--- config.mk ---
export PLATFORM = sky130hd
export DESIGN_NAME = axi_slave_top
export DESIGN_NICKNAME = d
export VERILOG_FILES = /design/src/slave_cfg_pkg.sv /design/src/axi_proto_pkg.sv /design/src/axi_slave_top.sv /design/src/read_engine.sv /design/src/write_engine.sv /design/src/slave_mem.sv
export SDC_FILE = /design/constraint.sdc
export NUM_CORES = 1
export LEC_CHECK = 0
export BUFFER_PORTS_ARGS = -buffer_cell sky130_fd_sc_hd__buf_2
export CORE_MARGIN = 5
export CORE_UTILIZATION = 55
export DETAILED_ROUTE_END_ITERATION = 6
export PLACE_DENSITY = 0.82
export RECOVER_POWER = 25
export SLEW_MARGIN = 20
export SYNTH_ARGS = -nofsm -noshare
export SYNTH_HDL_FRONTEND = slang
export SYNTH_SLANG_ARGS = --single-unit
export TNS_END_PERCENT = 50
--- constraint.sdc ---
create_clock -name aclk -period 3.39 [get_ports aclk]
set_input_delay 0.339 -clock aclk [delete_from_list [all_inputs] [get_ports aclk]]
set_output_delay 0.339 -clock aclk [all_outputs]
set_load 0.05 [all_outputs]
--- src/slave_cfg_pkg.sv ---
package slave_cfg_pkg;

  // ---------------------------------------------------------------------------
  // identity and size of this slave
  // ---------------------------------------------------------------------------

  // ID accepted on both aw and ar
  localparam logic [1:0] SLAVE_ID = 2'd1;

  // word storage
  localparam int MEM_DEPTH = 16;
  localparam int ADDR_W    = $clog2(MEM_DEPTH);

  // wrap bursts stay inside a block of this many words
  localparam int WRAP_BEATS = 4;

endpackage
--- src/axi_proto_pkg.sv ---
package axi_proto_pkg;
  import slave_cfg_pkg::*;

  // ---------------------------------------------------------------------------
  // bus widths
  // ---------------------------------------------------------------------------
  localparam int DATA_W = 32;
  localparam int STRB_W = DATA_W / 8;
  localparam int LEN_W  = 4;
  localparam int ID_W   = 2;

  // address bits that move inside a wrap block
  localparam int WRAP_W = $clog2(WRAP_BEATS);

  typedef enum logic [1:0] {
    BURST_FIXED = 2'b00,
    BURST_INCR  = 2'b01,
    BURST_WRAP  = 2'b10,
    BURST_RSVD  = 2'b11
  } burst_e;

  typedef enum logic [1:0] {
    RESP_OKAY   = 2'b00,
    RESP_SLVERR = 2'b10
  } resp_e;

  // word address of beat idx in a burst starting at base
  function automatic logic [ADDR_W-1:0] beat_addr(
    input logic [ADDR_W-1:0] base,
    input burst_e            burst,
    input logic [LEN_W-1:0]  idx
  );
    logic [WRAP_W-1:0] low;
    low = base[WRAP_W-1:0] + idx[WRAP_W-1:0];
    case (burst)
      BURST_INCR: return base + ADDR_W'(idx);
      BURST_WRAP: return {base[ADDR_W-1:WRAP_W], low};
      // fixed, and reserved which never stores anyway
      default:    return base;
    endcase
  endfunction

endpackage

--- src/axi_slave_top.sv ---
module axi_slave_top
  import axi_proto_pkg::*, slave_cfg_pkg::*;
(
  input  logic              aclk,
  input  logic              aresetn,
  // write address channel
  input  logic [ID_W-1:0]   awid,
  input  logic [ADDR_W-1:0] awaddr,
  input  logic [LEN_W-1:0]  awlen,
  input  burst_e            awburst,
  input  logic              awvalid,
  output logic              awready,
  // write data channel
  input  logic [DATA_W-1:0] wdata,
  input  logic [STRB_W-1:0] wstrb,
  input  logic              wvalid,
  output logic              wready,
  // write response channel
  output resp_e             bresp,
  output logic              bvalid,
  input  logic              bready,
  // read address channel
  input  logic [ID_W-1:0]   arid,
  input  logic [ADDR_W-1:0] araddr,
  input  logic [LEN_W-1:0]  arlen,
  input  burst_e            arburst,
  input  logic              arvalid,
  output logic              arready,
  // read data channel
  output logic [DATA_W-1:0] rdata,
  output resp_e             rresp,
  output logic              rlast,
  output logic              rvalid,
  input  logic              rready
);

  logic              mem_wr_en;
  logic [ADDR_W-1:0] mem_wr_addr;
  logic [DATA_W-1:0] mem_wr_data;
  logic [STRB_W-1:0] mem_wr_strb;
  logic [ADDR_W-1:0] mem_rd_addr;
  logic [DATA_W-1:0] mem_rd_data;
  logic              mem_rd_written;

  // ---------------------------------------------------------------------------
  // storage shared by the two independent engines
  // ---------------------------------------------------------------------------
  slave_mem u_mem (
    .aclk       (aclk),
    .aresetn    (aresetn),
    .wr_en      (mem_wr_en),
    .wr_addr    (mem_wr_addr),
    .wr_data    (mem_wr_data),
    .wr_strb    (mem_wr_strb),
    .rd_addr    (mem_rd_addr),
    .rd_data    (mem_rd_data),
    .rd_written (mem_rd_written)
  );

  write_engine u_wr (
    .aclk, .aresetn,
    .awid, .awaddr, .awlen, .awburst, .awvalid, .awready,
    .wdata, .wstrb, .wvalid, .wready,
    .bresp, .bvalid, .bready,
    .mem_wr_en, .mem_wr_addr, .mem_wr_data, .mem_wr_strb
  );

  read_engine u_rd (
    .aclk, .aresetn,
    .arid, .araddr, .arlen, .arburst, .arvalid, .arready,
    .rdata, .rresp, .rlast, .rvalid, .rready,
    .mem_rd_addr, .mem_rd_data, .mem_rd_written
  );

endmodule

--- src/read_engine.sv ---
module read_engine
  import axi_proto_pkg::*, slave_cfg_pkg::*;
(
  input  logic              aclk,
  input  logic              aresetn,
  // read address channel
  input  logic [ID_W-1:0]   arid,
  input  logic [ADDR_W-1:0] araddr,
  input  logic [LEN_W-1:0]  arlen,
  input  burst_e            arburst,
  input  logic              arvalid,
  output logic              arready,
  // read data channel
  output logic [DATA_W-1:0] rdata,
  output resp_e             rresp,
  output logic              rlast,
  output logic              rvalid,
  input  logic              rready,
  // memory read port
  output logic [ADDR_W-1:0] mem_rd_addr,
  input  logic [DATA_W-1:0] mem_rd_data,
  input  logic              mem_rd_written
);

  typedef enum logic {
    RD_IDLE,
    RD_DATA
  } rd_state_e;

  rd_state_e         state;
  logic [ADDR_W-1:0] base_q;
  logic [LEN_W-1:0]  len_q;
  burst_e            burst_q;
  logic [LEN_W-1:0]  beat_cnt;
  logic [LEN_W-1:0]  nxt_idx;
  logic [ADDR_W-1:0] sel_base;
  burst_e            sel_burst;
  logic [LEN_W-1:0]  sel_idx;
  logic              ar_xfer;
  logic              r_xfer;
  logic              load_beat;
  logic              beat_ok;

  assign arready   = (state == RD_IDLE) && !(arvalid && (arid != SLAVE_ID));
  assign rvalid    = (state == RD_DATA);
  assign ar_xfer   = arvalid && arready;
  assign r_xfer    = rvalid && rready;
  assign load_beat = ar_xfer || (r_xfer && !rlast);
  assign nxt_idx   = beat_cnt + LEN_W'(1);

  // ---------------------------------------------------------------------------
  // address of the beat loaded on the next edge
  // ---------------------------------------------------------------------------

  // beat 0 comes straight from the request while idle
  always_comb begin
    if (state == RD_IDLE) begin
      sel_base  = araddr;
      sel_burst = arburst;
      sel_idx   = '0;
    end else begin
      sel_base  = base_q;
      sel_burst = burst_q;
      sel_idx   = nxt_idx;
    end
  end

  assign mem_rd_addr = beat_addr(sel_base, sel_burst, sel_idx);
  assign beat_ok     = mem_rd_written && (sel_burst != BURST_RSVD);

  always_ff @(posedge aclk or negedge aresetn) begin
    if (!aresetn) begin
      state    <= RD_IDLE;
      beat_cnt <= '0;
      rlast    <= 1'b0;
    end else if (ar_xfer) begin
      state    <= RD_DATA;
      beat_cnt <= '0;
      rlast    <= (arlen == '0);
    end else if (r_xfer) begin
      // last beat taken, back to idle
      if (rlast) state <= RD_IDLE;
      beat_cnt <= nxt_idx;
      rlast    <= !rlast && (nxt_idx == len_q);
    end
  end

  // request and beat payload
  always_ff @(posedge aclk) begin
    if (ar_xfer) begin
      base_q  <= araddr;
      len_q   <= arlen;
      burst_q <= arburst;
    end
    if (load_beat) begin
      rdata <= beat_ok ? mem_rd_data : '0;
      rresp <= beat_ok ? RESP_OKAY : RESP_SLVERR;
    end
  end

endmodule

--- src/write_engine.sv ---
module write_engine
  import axi_proto_pkg::*, slave_cfg_pkg::*;
(
  input  logic              aclk,
  input  logic              aresetn,
  // write address channel
  input  logic [ID_W-1:0]   awid,
  input  logic [ADDR_W-1:0] awaddr,
  input  logic [LEN_W-1:0]  awlen,
  input  burst_e            awburst,
  input  logic              awvalid,
  output logic              awready,
  // write data channel
  input  logic [DATA_W-1:0] wdata,
  input  logic [STRB_W-1:0] wstrb,
  input  logic              wvalid,
  output logic              wready,
  // write response channel
  output resp_e             bresp,
  output logic              bvalid,
  input  logic              bready,
  // memory write port
  output logic              mem_wr_en,
  output logic [ADDR_W-1:0] mem_wr_addr,
  output logic [DATA_W-1:0] mem_wr_data,
  output logic [STRB_W-1:0] mem_wr_strb
);

  typedef enum logic [1:0] {
    WR_IDLE,
    WR_DATA,
    WR_RESP,
    WR_DONE
  } wr_state_e;

  wr_state_e         state;
  wr_state_e         state_nxt;
  logic [ADDR_W-1:0] base_q;
  logic [LEN_W-1:0]  len_q;
  burst_e            burst_q;
  logic [LEN_W-1:0]  beat_cnt;
  logic              aw_xfer;
  logic              w_xfer;
  logic              last_beat;

  // ---------------------------------------------------------------------------
  // handshake levels
  // ---------------------------------------------------------------------------

  // a foreign ID holds awready low, so that request is never taken
  assign awready   = (state == WR_IDLE) && !(awvalid && (awid != SLAVE_ID));
  assign wready    = (state == WR_DATA);
  assign bvalid    = (state == WR_RESP);
  assign aw_xfer   = awvalid && awready;
  assign w_xfer    = wvalid && wready;
  assign last_beat = (beat_cnt == len_q);

  always_comb begin
    state_nxt = state;
    case (state)
      WR_IDLE: if (aw_xfer) state_nxt = WR_DATA;
      WR_DATA: if (w_xfer && last_beat) state_nxt = WR_RESP;
      WR_RESP: if (bready) state_nxt = WR_DONE;
      // one turnaround cycle before the next address
      WR_DONE: state_nxt = WR_IDLE;
      default: state_nxt = WR_IDLE;
    endcase
  end

  always_ff @(posedge aclk or negedge aresetn) begin
    if (!aresetn) begin
      state    <= WR_IDLE;
      beat_cnt <= '0;
    end else begin
      state <= state_nxt;
      if (aw_xfer) begin
        beat_cnt <= '0;
      end else if (w_xfer) begin
        beat_cnt <= beat_cnt + LEN_W'(1);
      end
    end
  end

  // burst request held for the whole data phase
  always_ff @(posedge aclk) begin
    if (aw_xfer) begin
      base_q  <= awaddr;
      len_q   <= awlen;
      burst_q <= awburst;
    end
  end

  // ---------------------------------------------------------------------------
  // memory side and response
  // ---------------------------------------------------------------------------

  // reserved bursts drain their beats without storing
  assign mem_wr_en   = w_xfer && (burst_q != BURST_RSVD);
  assign mem_wr_addr = beat_addr(base_q, burst_q, beat_cnt);
  assign mem_wr_data = wdata;
  assign mem_wr_strb = wstrb;

  assign bresp = (burst_q == BURST_RSVD) ? RESP_SLVERR : RESP_OKAY;

endmodule

--- src/slave_mem.sv ---
module slave_mem
  import axi_proto_pkg::*, slave_cfg_pkg::*;
(
  input  logic              aclk,
  input  logic              aresetn,
  // write port
  input  logic              wr_en,
  input  logic [ADDR_W-1:0] wr_addr,
  input  logic [DATA_W-1:0] wr_data,
  input  logic [STRB_W-1:0] wr_strb,
  // read port, combinational
  input  logic [ADDR_W-1:0] rd_addr,
  output logic [DATA_W-1:0] rd_data,
  output logic              rd_written
);

  logic [DATA_W-1:0]    mem [MEM_DEPTH];
  logic [MEM_DEPTH-1:0] written;

  // byte lanes follow the strobe
  always_ff @(posedge aclk) begin
    if (wr_en) begin
      for (int i = 0; i < STRB_W; i++) begin
        if (wr_strb[i]) begin
          mem[wr_addr][8*i +: 8] <= wr_data[8*i +: 8];
        end
      end
    end
  end

  // set on any write, even with an empty strobe
  always_ff @(posedge aclk or negedge aresetn) begin
    if (!aresetn) begin
      written <= '0;
    end else if (wr_en) begin
      written[wr_addr] <= 1'b1;
    end
  end

  assign rd_data    = mem[rd_addr];
  assign rd_written = written[rd_addr];

endmodule

* Word level (Yosys, flattened, before mapping)
Memory sizes are Yosys's and may differ from the RTL's. A register that Yosys moved wholly into a read port is not among the register bits.
Cells that the tools add are included.
** Word-level totals
- Register bits :: 50
- Bits in latches :: 0
- Bits in writable memories :: 512
- Memory bits (read-only) :: 0
- Bits of input ports :: 67
- Logic and storage cells :: 104
- Memories :: 1
** Cells by class
- $add $sub $neg :: 6
- Multipliers :: 0
- Div/mod/pow operators :: 0
- $lt $le $gt $ge :: 3
- Eq/ne operators :: 17
- Shifts and indexed selects :: 0
- Muxes and demuxes :: 36
- Bitwise operators :: 2
- Reduce and logical (&&, ||, !) cells :: 26
** Memory list
- u_mem.mem :: words 16, width 32, read ports 1, clocked after memory_dff 1, write ports 1, RTL line slave_mem.sv:17 : logic [DATA_W-1:0] mem [MEM_DEPTH];
** Operators by type and width (number)
- 4-bit two-way mux :: 6
- 1-bit two-way mux :: 19
- 16-bit OR :: 1
- 4-bit case mux with 2 select lines :: 2
- 1-bit logical AND :: 14
- 2-bit two-way mux :: 6
- 2-bit equality test (second input constant) :: 5
- 4-bit by 5-bit < comparator with 1-bit output (second input constant) :: 2
- 4-bit by 1-bit adder with 4-bit output (second input constant) :: 2
- 4-bit adder :: 2
- 4-bit equality test :: 2
- 2-bit by 1-bit != test with 1-bit output (second input constant) :: 4
- 2-bit case mux with 4 select lines :: 1
- 2-bit by 1-bit equality test with 1-bit output (second input constant) :: 3
- 2-bit != test (second input constant) :: 3
- 2-bit nonzero test :: 3
- 2-bit adder :: 2
- 1-bit binary-select mux with 4-bit select :: 1
- 1-bit demux with 4-bit select :: 1
- 4-bit by 1-bit greater-or-equal comparator with 1-bit output (second input constant) :: 1
- 1-bit zero test :: 4
- 4-bit zero test :: 1
- 3-bit AND reduction :: 1
- 2-bit zero test :: 1
- 3 further kinds :: 3

* Logic depth before layout (Yosys ltp)
- Word-level depth :: 8
- Gate-level depth with buffers :: 14
- Depth with buffers taken out :: 10

* Hierarchy
Synthesis repeated with hierarchy kept, for this count alone.
** Second synthesis, totals
- Cells, all modules :: 1203
- Area, all modules :: 23895.4 µm²
** By module, submodules not included
- slave_mem :: times used 1, cells an instance 915, area each 20407.1 µm², seq. area each 15775.1 µm²
- read_engine :: times used 1, cells an instance 164, area each 2233.4 µm², seq. area each 1441.4 µm²
- write_engine :: times used 1, cells an instance 124, area each 1255.0 µm², seq. area each 450.4 µm²

* Worst setup path before layout
OpenSTA, ideal clock, no wires.
- Path type :: register -> register
- Start :: reg u_rd.state, in the netlist u_rd.rvalid
- End :: reg u_rd.rdata[0], read port of u_mem.mem (enable)
- Library setup time :: 0.430 ns
- Arrival time :: 3.477 ns
- Required time :: 2.960 ns
- Setup slack :: -0.517 ns
- Stages on the path, launching flop included :: 7
- Path buffers :: 3
- Clock period less this slack :: 3.907 ns
- Path through :: dfrtp_1 buf_4 clkbuf_1 a21oi_1 and2_1 clkbuf_1 o21bai_1
** Between the ends
- Elaborated cells between the ends (all ways) :: 19
- Those cells by class :: 2 x add/sub; 3 x eq/ne; 6 x mux; 1 x bitwise; 7 x reduce/logical
** RTL lines
- start, declared :: RTL line read_engine.sv:30 : rd_state_e state;
- start signal, assigned :: RTL line read_engine.sv:73 : state <= RD_IDLE;
- start signal, assigned :: RTL line read_engine.sv:77 : state <= RD_DATA;
- start signal, assigned :: RTL line read_engine.sv:82 : if (rlast) state <= RD_IDLE;
- 1-bit inverter
- 1-bit logical AND :: RTL line read_engine.sv:44 : assign arready = (state == RD_IDLE) && !(arvalid && (arid != SLAVE_ID));
- named net arready :: RTL line axi_slave_top.sv:28 : output logic arready,
- 1-bit logical AND :: RTL line read_engine.sv:46 : assign ar_xfer = arvalid && arready;
- named net u_rd.ar_xfer :: RTL line read_engine.sv:39 : logic ar_xfer;
- 1-bit logical OR :: RTL line read_engine.sv:48 : assign load_beat = ar_xfer || (r_xfer && !rlast);
- named net u_rd.load_beat :: RTL line read_engine.sv:41 : logic load_beat;
- end, declared :: RTL line read_engine.sv:14 : output logic [DATA_W-1:0] rdata,
The timed path passes the listed nets, and every way through them passes these cells. The select of a mux whose other input is x is not followed.
A chain may end at the register's enable or synchronous reset.

* Final worst setup path
- Start :: reg u_rd.state, in the netlist u_rd.rvalid
- End :: reg u_rd.rdata[6], read port of u_mem.mem, data pin
** Between the ends
- Longest elaborated chain between the ends :: 7
- Elaborated cells between the ends (all ways) :: 19
- Those cells by class :: 2 x add/sub; 3 x eq/ne; 6 x mux; 1 x bitwise; 7 x reduce/logical
** Ends and longest elaborated chain
- 4-bit two-way mux / 2-bit two-way mux (equally long branches) :: RTL line read_engine.sv:57 : if (state == RD_IDLE) begin
- 4-bit adder (tied with other cells) :: RTL line axi_proto_pkg.sv:36 : BURST_INCR: return base + ADDR_W'(idx);
- 4-bit case mux with 2 select lines :: RTL line axi_proto_pkg.sv:35 : case (burst)
- 1-bit binary-select mux with 4-bit select :: RTL line slave_mem.sv:41 : assign rd_written = written[rd_addr];
- 1-bit two-way mux (implied by the code) :: RTL line slave_mem.sv:41
- 1-bit logical AND :: RTL line read_engine.sv:69 : assign beat_ok = mem_rd_written && (sel_burst != BURST_RSVD);
- 1-bit zero test (no line)
Parallel ways exist; a longest one is shown, timed or not. The select of a mux whose other input is x is not followed.

==> impl_metrics.ini <==
[status]
status = complete, no violations

[sta]
finalHoldViolCount = 0
tns_ns = 0
finClkSkew_ns = 0.01594
whs_ns = 0.05416
setup_viol = 0
grt_setup_unrepaired = true
fmax_mhz = 302.3
min_period_ns = 3.308
slew_viol_final = 0
finalCritPeriodShare_pct = 97.57
slew_headroom_pct = 45.59
layout_setup_ws_ns = 0.08224
worstMarginPinSlew_ns = 0.8139

[final_layout]
drive_gt1_share_pct = 18.81
syn2layout_area_growth_pct = 15.22
stdcell_count = 2245
final_util_pct = 64.15
layout.nets = 1701

[worst_setup_path]
critPathMaxStageDelay_ns = 0.55
cp.arrival_ns = 3.64
cp-end-kind = flip-flop
slowest_stage = fa_1
worstPathRequired_ns = 3.72
crit_type = reg2reg
cp-start-kind = flip-flop
crit_path_cell_trace = mux2_4, ha_1, fa_1, nand2b_1, a2bb2oi_1, buf_4, nor2_4, clkbuf_8, nand2_1, nand4_1, buf_12, o22ai_1
crit_path_max_fanout = 30

[synth]
ys_top_cells_by_count = 565 x edfxtp_1, 270 x mux2i_1, 129 x a22oi_1
synthArstFlopShare_pct = 4.722
synth_area_leader_cell = edfxtp_1
synth_top_flop_cell = edfxtp_1
synth_area_um2 = 24040
syn_inst = 1419
yosys.cell_count.top_type = edfxtp_1
synth_cell_types = 50
yosysTopAreaCellShare_pct = 70.58
synth_seq_cells = 593
ys_warn_count = 0
synth_area_per_cell_um2 = 16.94
synth_edf_count = 565
yosys-top-cells-area = edfxtp_1 71%, mux2i_1 11%, a22oi_1 4.0%
yosysSeqAreaShare_pct = 73.50

[clock_tree]
cts_buffers = 56
max-clock-path-buffers = 3
clock_sinks = 593
cts_tree = yes
clkTransAtPathRegs_ns = 0.07
cts_root_buffer = clkbuf_16
cts.htree.levels = 2
insertion_delay_ns = 0.59

[global_route]
grt-busiest-layer = met2
met1_usage_pct = 28.14
grt_usage_pct = 22.25
grt_max_degree = 73
antenna_found_initial = 2
use_met3_pct = 3.614
grt_pass1_wl_um = 81210
use_met2_pct = 39.52
grt_overflow_total = 0
first_global_vias = 13930

[placement]
dp.cells = 2118
routabilityCongestion = 0.8429
place_ws_ns = -0.05748
numPortBuffers = 106
dp.final_hpwl_um = 32860

[floorplan]
dieArea_um2 = 47990
std_cell_rows = 76
fp.dieH_um = 219.1
coreArea_um2 = 43170
fp.dieW_um = 219.1
io_pins = 109
start_util_pct = 55.68

[power]
p_per_area_nw_per_um2 = 920.8
seqPwrFrac_pct = 35.3
p_sw_share_pct = 37.15
peakVddDrop_v = 0.0007896
leakage_nw = 10.58
clkPwrFrac_pct = 22.1
power.switching_mw = 9.474
internal_power_mw = 16.03
p_comb_share_pct = 42.6

[drt]
drc_errors = 0
viasPerCell = 5.984
firstDrtPassIters = 5
detail-route-antenna-nets = 0
dr_total_vias = 13430
wl_um = 54550
drt_iter0_drc = 1388
post_drt_wl_per_cell_um = 24.30

[min_path]
hp-class = in2reg

[flow_run]
maxCapViolCount = 0
## kinds of logic after synthesis
logic type / Yosys count / synth area share [%]
xor gates and xnor gates: 20 / 0.7287
buffers and inverters: 84 / 1.634
other: 1 / 0.01560
AOI/OAI and AO/OA: 199 / 6.720
adders and majority gates: 20 / 1.104
and+or+nand+nor: 226 / 4.711
muxes: 276 / 11.59
DFF: 593 / 73.50
## metal layers
layer | vias up | part of all wire [%]
met5 | - | 0
met4 | 0 | 2.8
met3 | 118 | 7.3
met2 | 615 | 52
met1 | 6782 | 38
li1 | 5919 | -
## flip-flops by register name (all words and copies together), names as in the netlist, 4 cells and up
name,cells
u_mem.mem,512
u_rd.len_q,4
u_wr.len_q,4
u_wr.beat_cnt,4
u_rd.rdata,32
u_rd.base_q,4
u_mem.written,16
u_rd.beat_cnt,4
u_wr.base_q,4
## layout by cell type (no fill, tap or decap), drive strengths merged, types with 3 or more instances in the layout
| master | netlist | final |
|---|---|---|
| o21a | 4 | 4 |
| dfrtp | 28 | 28 |
| nand3 | 8 | 8 |
| nor3 | 3 | 3 |
| xor2 | 10 | 10 |
| a21oi | 7 | 7 |
| nor2 | 33 | 33 |
| o22ai | 33 | 33 |
| or2 | 16 | 16 |
| clkbuf | 24 | 96 |
| mux2i | 271 | 271 |
| inv | 9 | 11 |
| a31oi | 3 | 3 |
| clkinv | 0 | 29 |
| nand2b | 6 | 6 |
| nor2b | 3 | 3 |
| ha | 18 | 18 |
| nand4 | 5 | 5 |
| a22oi | 129 | 129 |
| buf | 51 | 164 |
| and2 | 68 | 68 |
| o21ai | 7 | 7 |
| mux2 | 5 | 5 |
| dlygate4sd3 | 0 | 21 |
| a21o | 4 | 4 |
| xnor2 | 10 | 10 |
| edfxtp | 565 | 565 |
| nand2 | 77 | 77 |
## power groups by stage
stage / combinational, mW / clock [mW] / sequential [mW]
2_1_floorplan: 6.92 / 0 / 9.80
3_3_place_gp: 10.1 / 0 / 9.15
3_5_place_dp: 10.5 / 0 / 9.15
4_1_cts: 10.6 / 5.69 / 9.00
5_1_grt: 11.5 / 5.99 / 9.04
6_report: 10.9 / 5.64 / 9.00
## stage by stage
stage                     total power, mW  instance area, um2
after floorplan                     16.72               24050
after global placement              19.28               25760
after detailed placement            19.64               25760
after CTS                           25.29               27630
after global routing                26.57               27690
final                               25.50               27690
## critical path, delay by kind of cell (launching register included)
family | cells | cell delay, ns
simple gates | 4 | 0.57
compound gates | 2 | 0.26
flops | 1 | 0.42
buf+inv | 3 | 0.71
fa+ha+maj | 2 | 0.77
mux | 1 | 0.31
## final timing paths
kind                                               start                             to  slack, ns  cells past startpoint
max                              u_rd.rvalid$_DFFE_PN0P_    u_rd.rdata[6]$_SDFFCE_PN0P_       0.08                     12
max reg2reg                      u_rd.rvalid$_DFFE_PN0P_    u_rd.rdata[6]$_SDFFCE_PN0P_       0.08                     12
max in group asynchronous                        aresetn        u_rd.rvalid$_DFFE_PN0P_       2.60                      2
min                                               rready   u_rd.beat_cnt[1]$_DFFE_PN0P_       0.05                      3
min reg2reg                u_mem.written[13]$_DFFE_PN0P_  u_mem.written[13]$_DFFE_PN0P_       0.47                      1
min in group asynchronous                        aresetn   u_rd.beat_cnt[0]$_DFFE_PN0P_       0.32                      2
## layout make-up
type                    count  area [um2]
diodes                      1       2.502
clock inverters            33       160.2
flip-flops and latches    593       17670
inverters                   9       33.78
multi-input cells         743        6055
repair buffers            211        1568
fillers                  2894       15480
clock buffers              70        1475
well taps                 585       732.0
## repair_timing
item | in CTS | in global routing
gates resized for setup | 6 | 12
hold endpoints to repair | 48 | 0
cloned | 0 | 2
hold buffers | 21 | 0
buffers inserted | 0 | 0
endpoints found under the setup margin | 175 | 93
No activity file was read; power rests on OpenSTA's default activity.
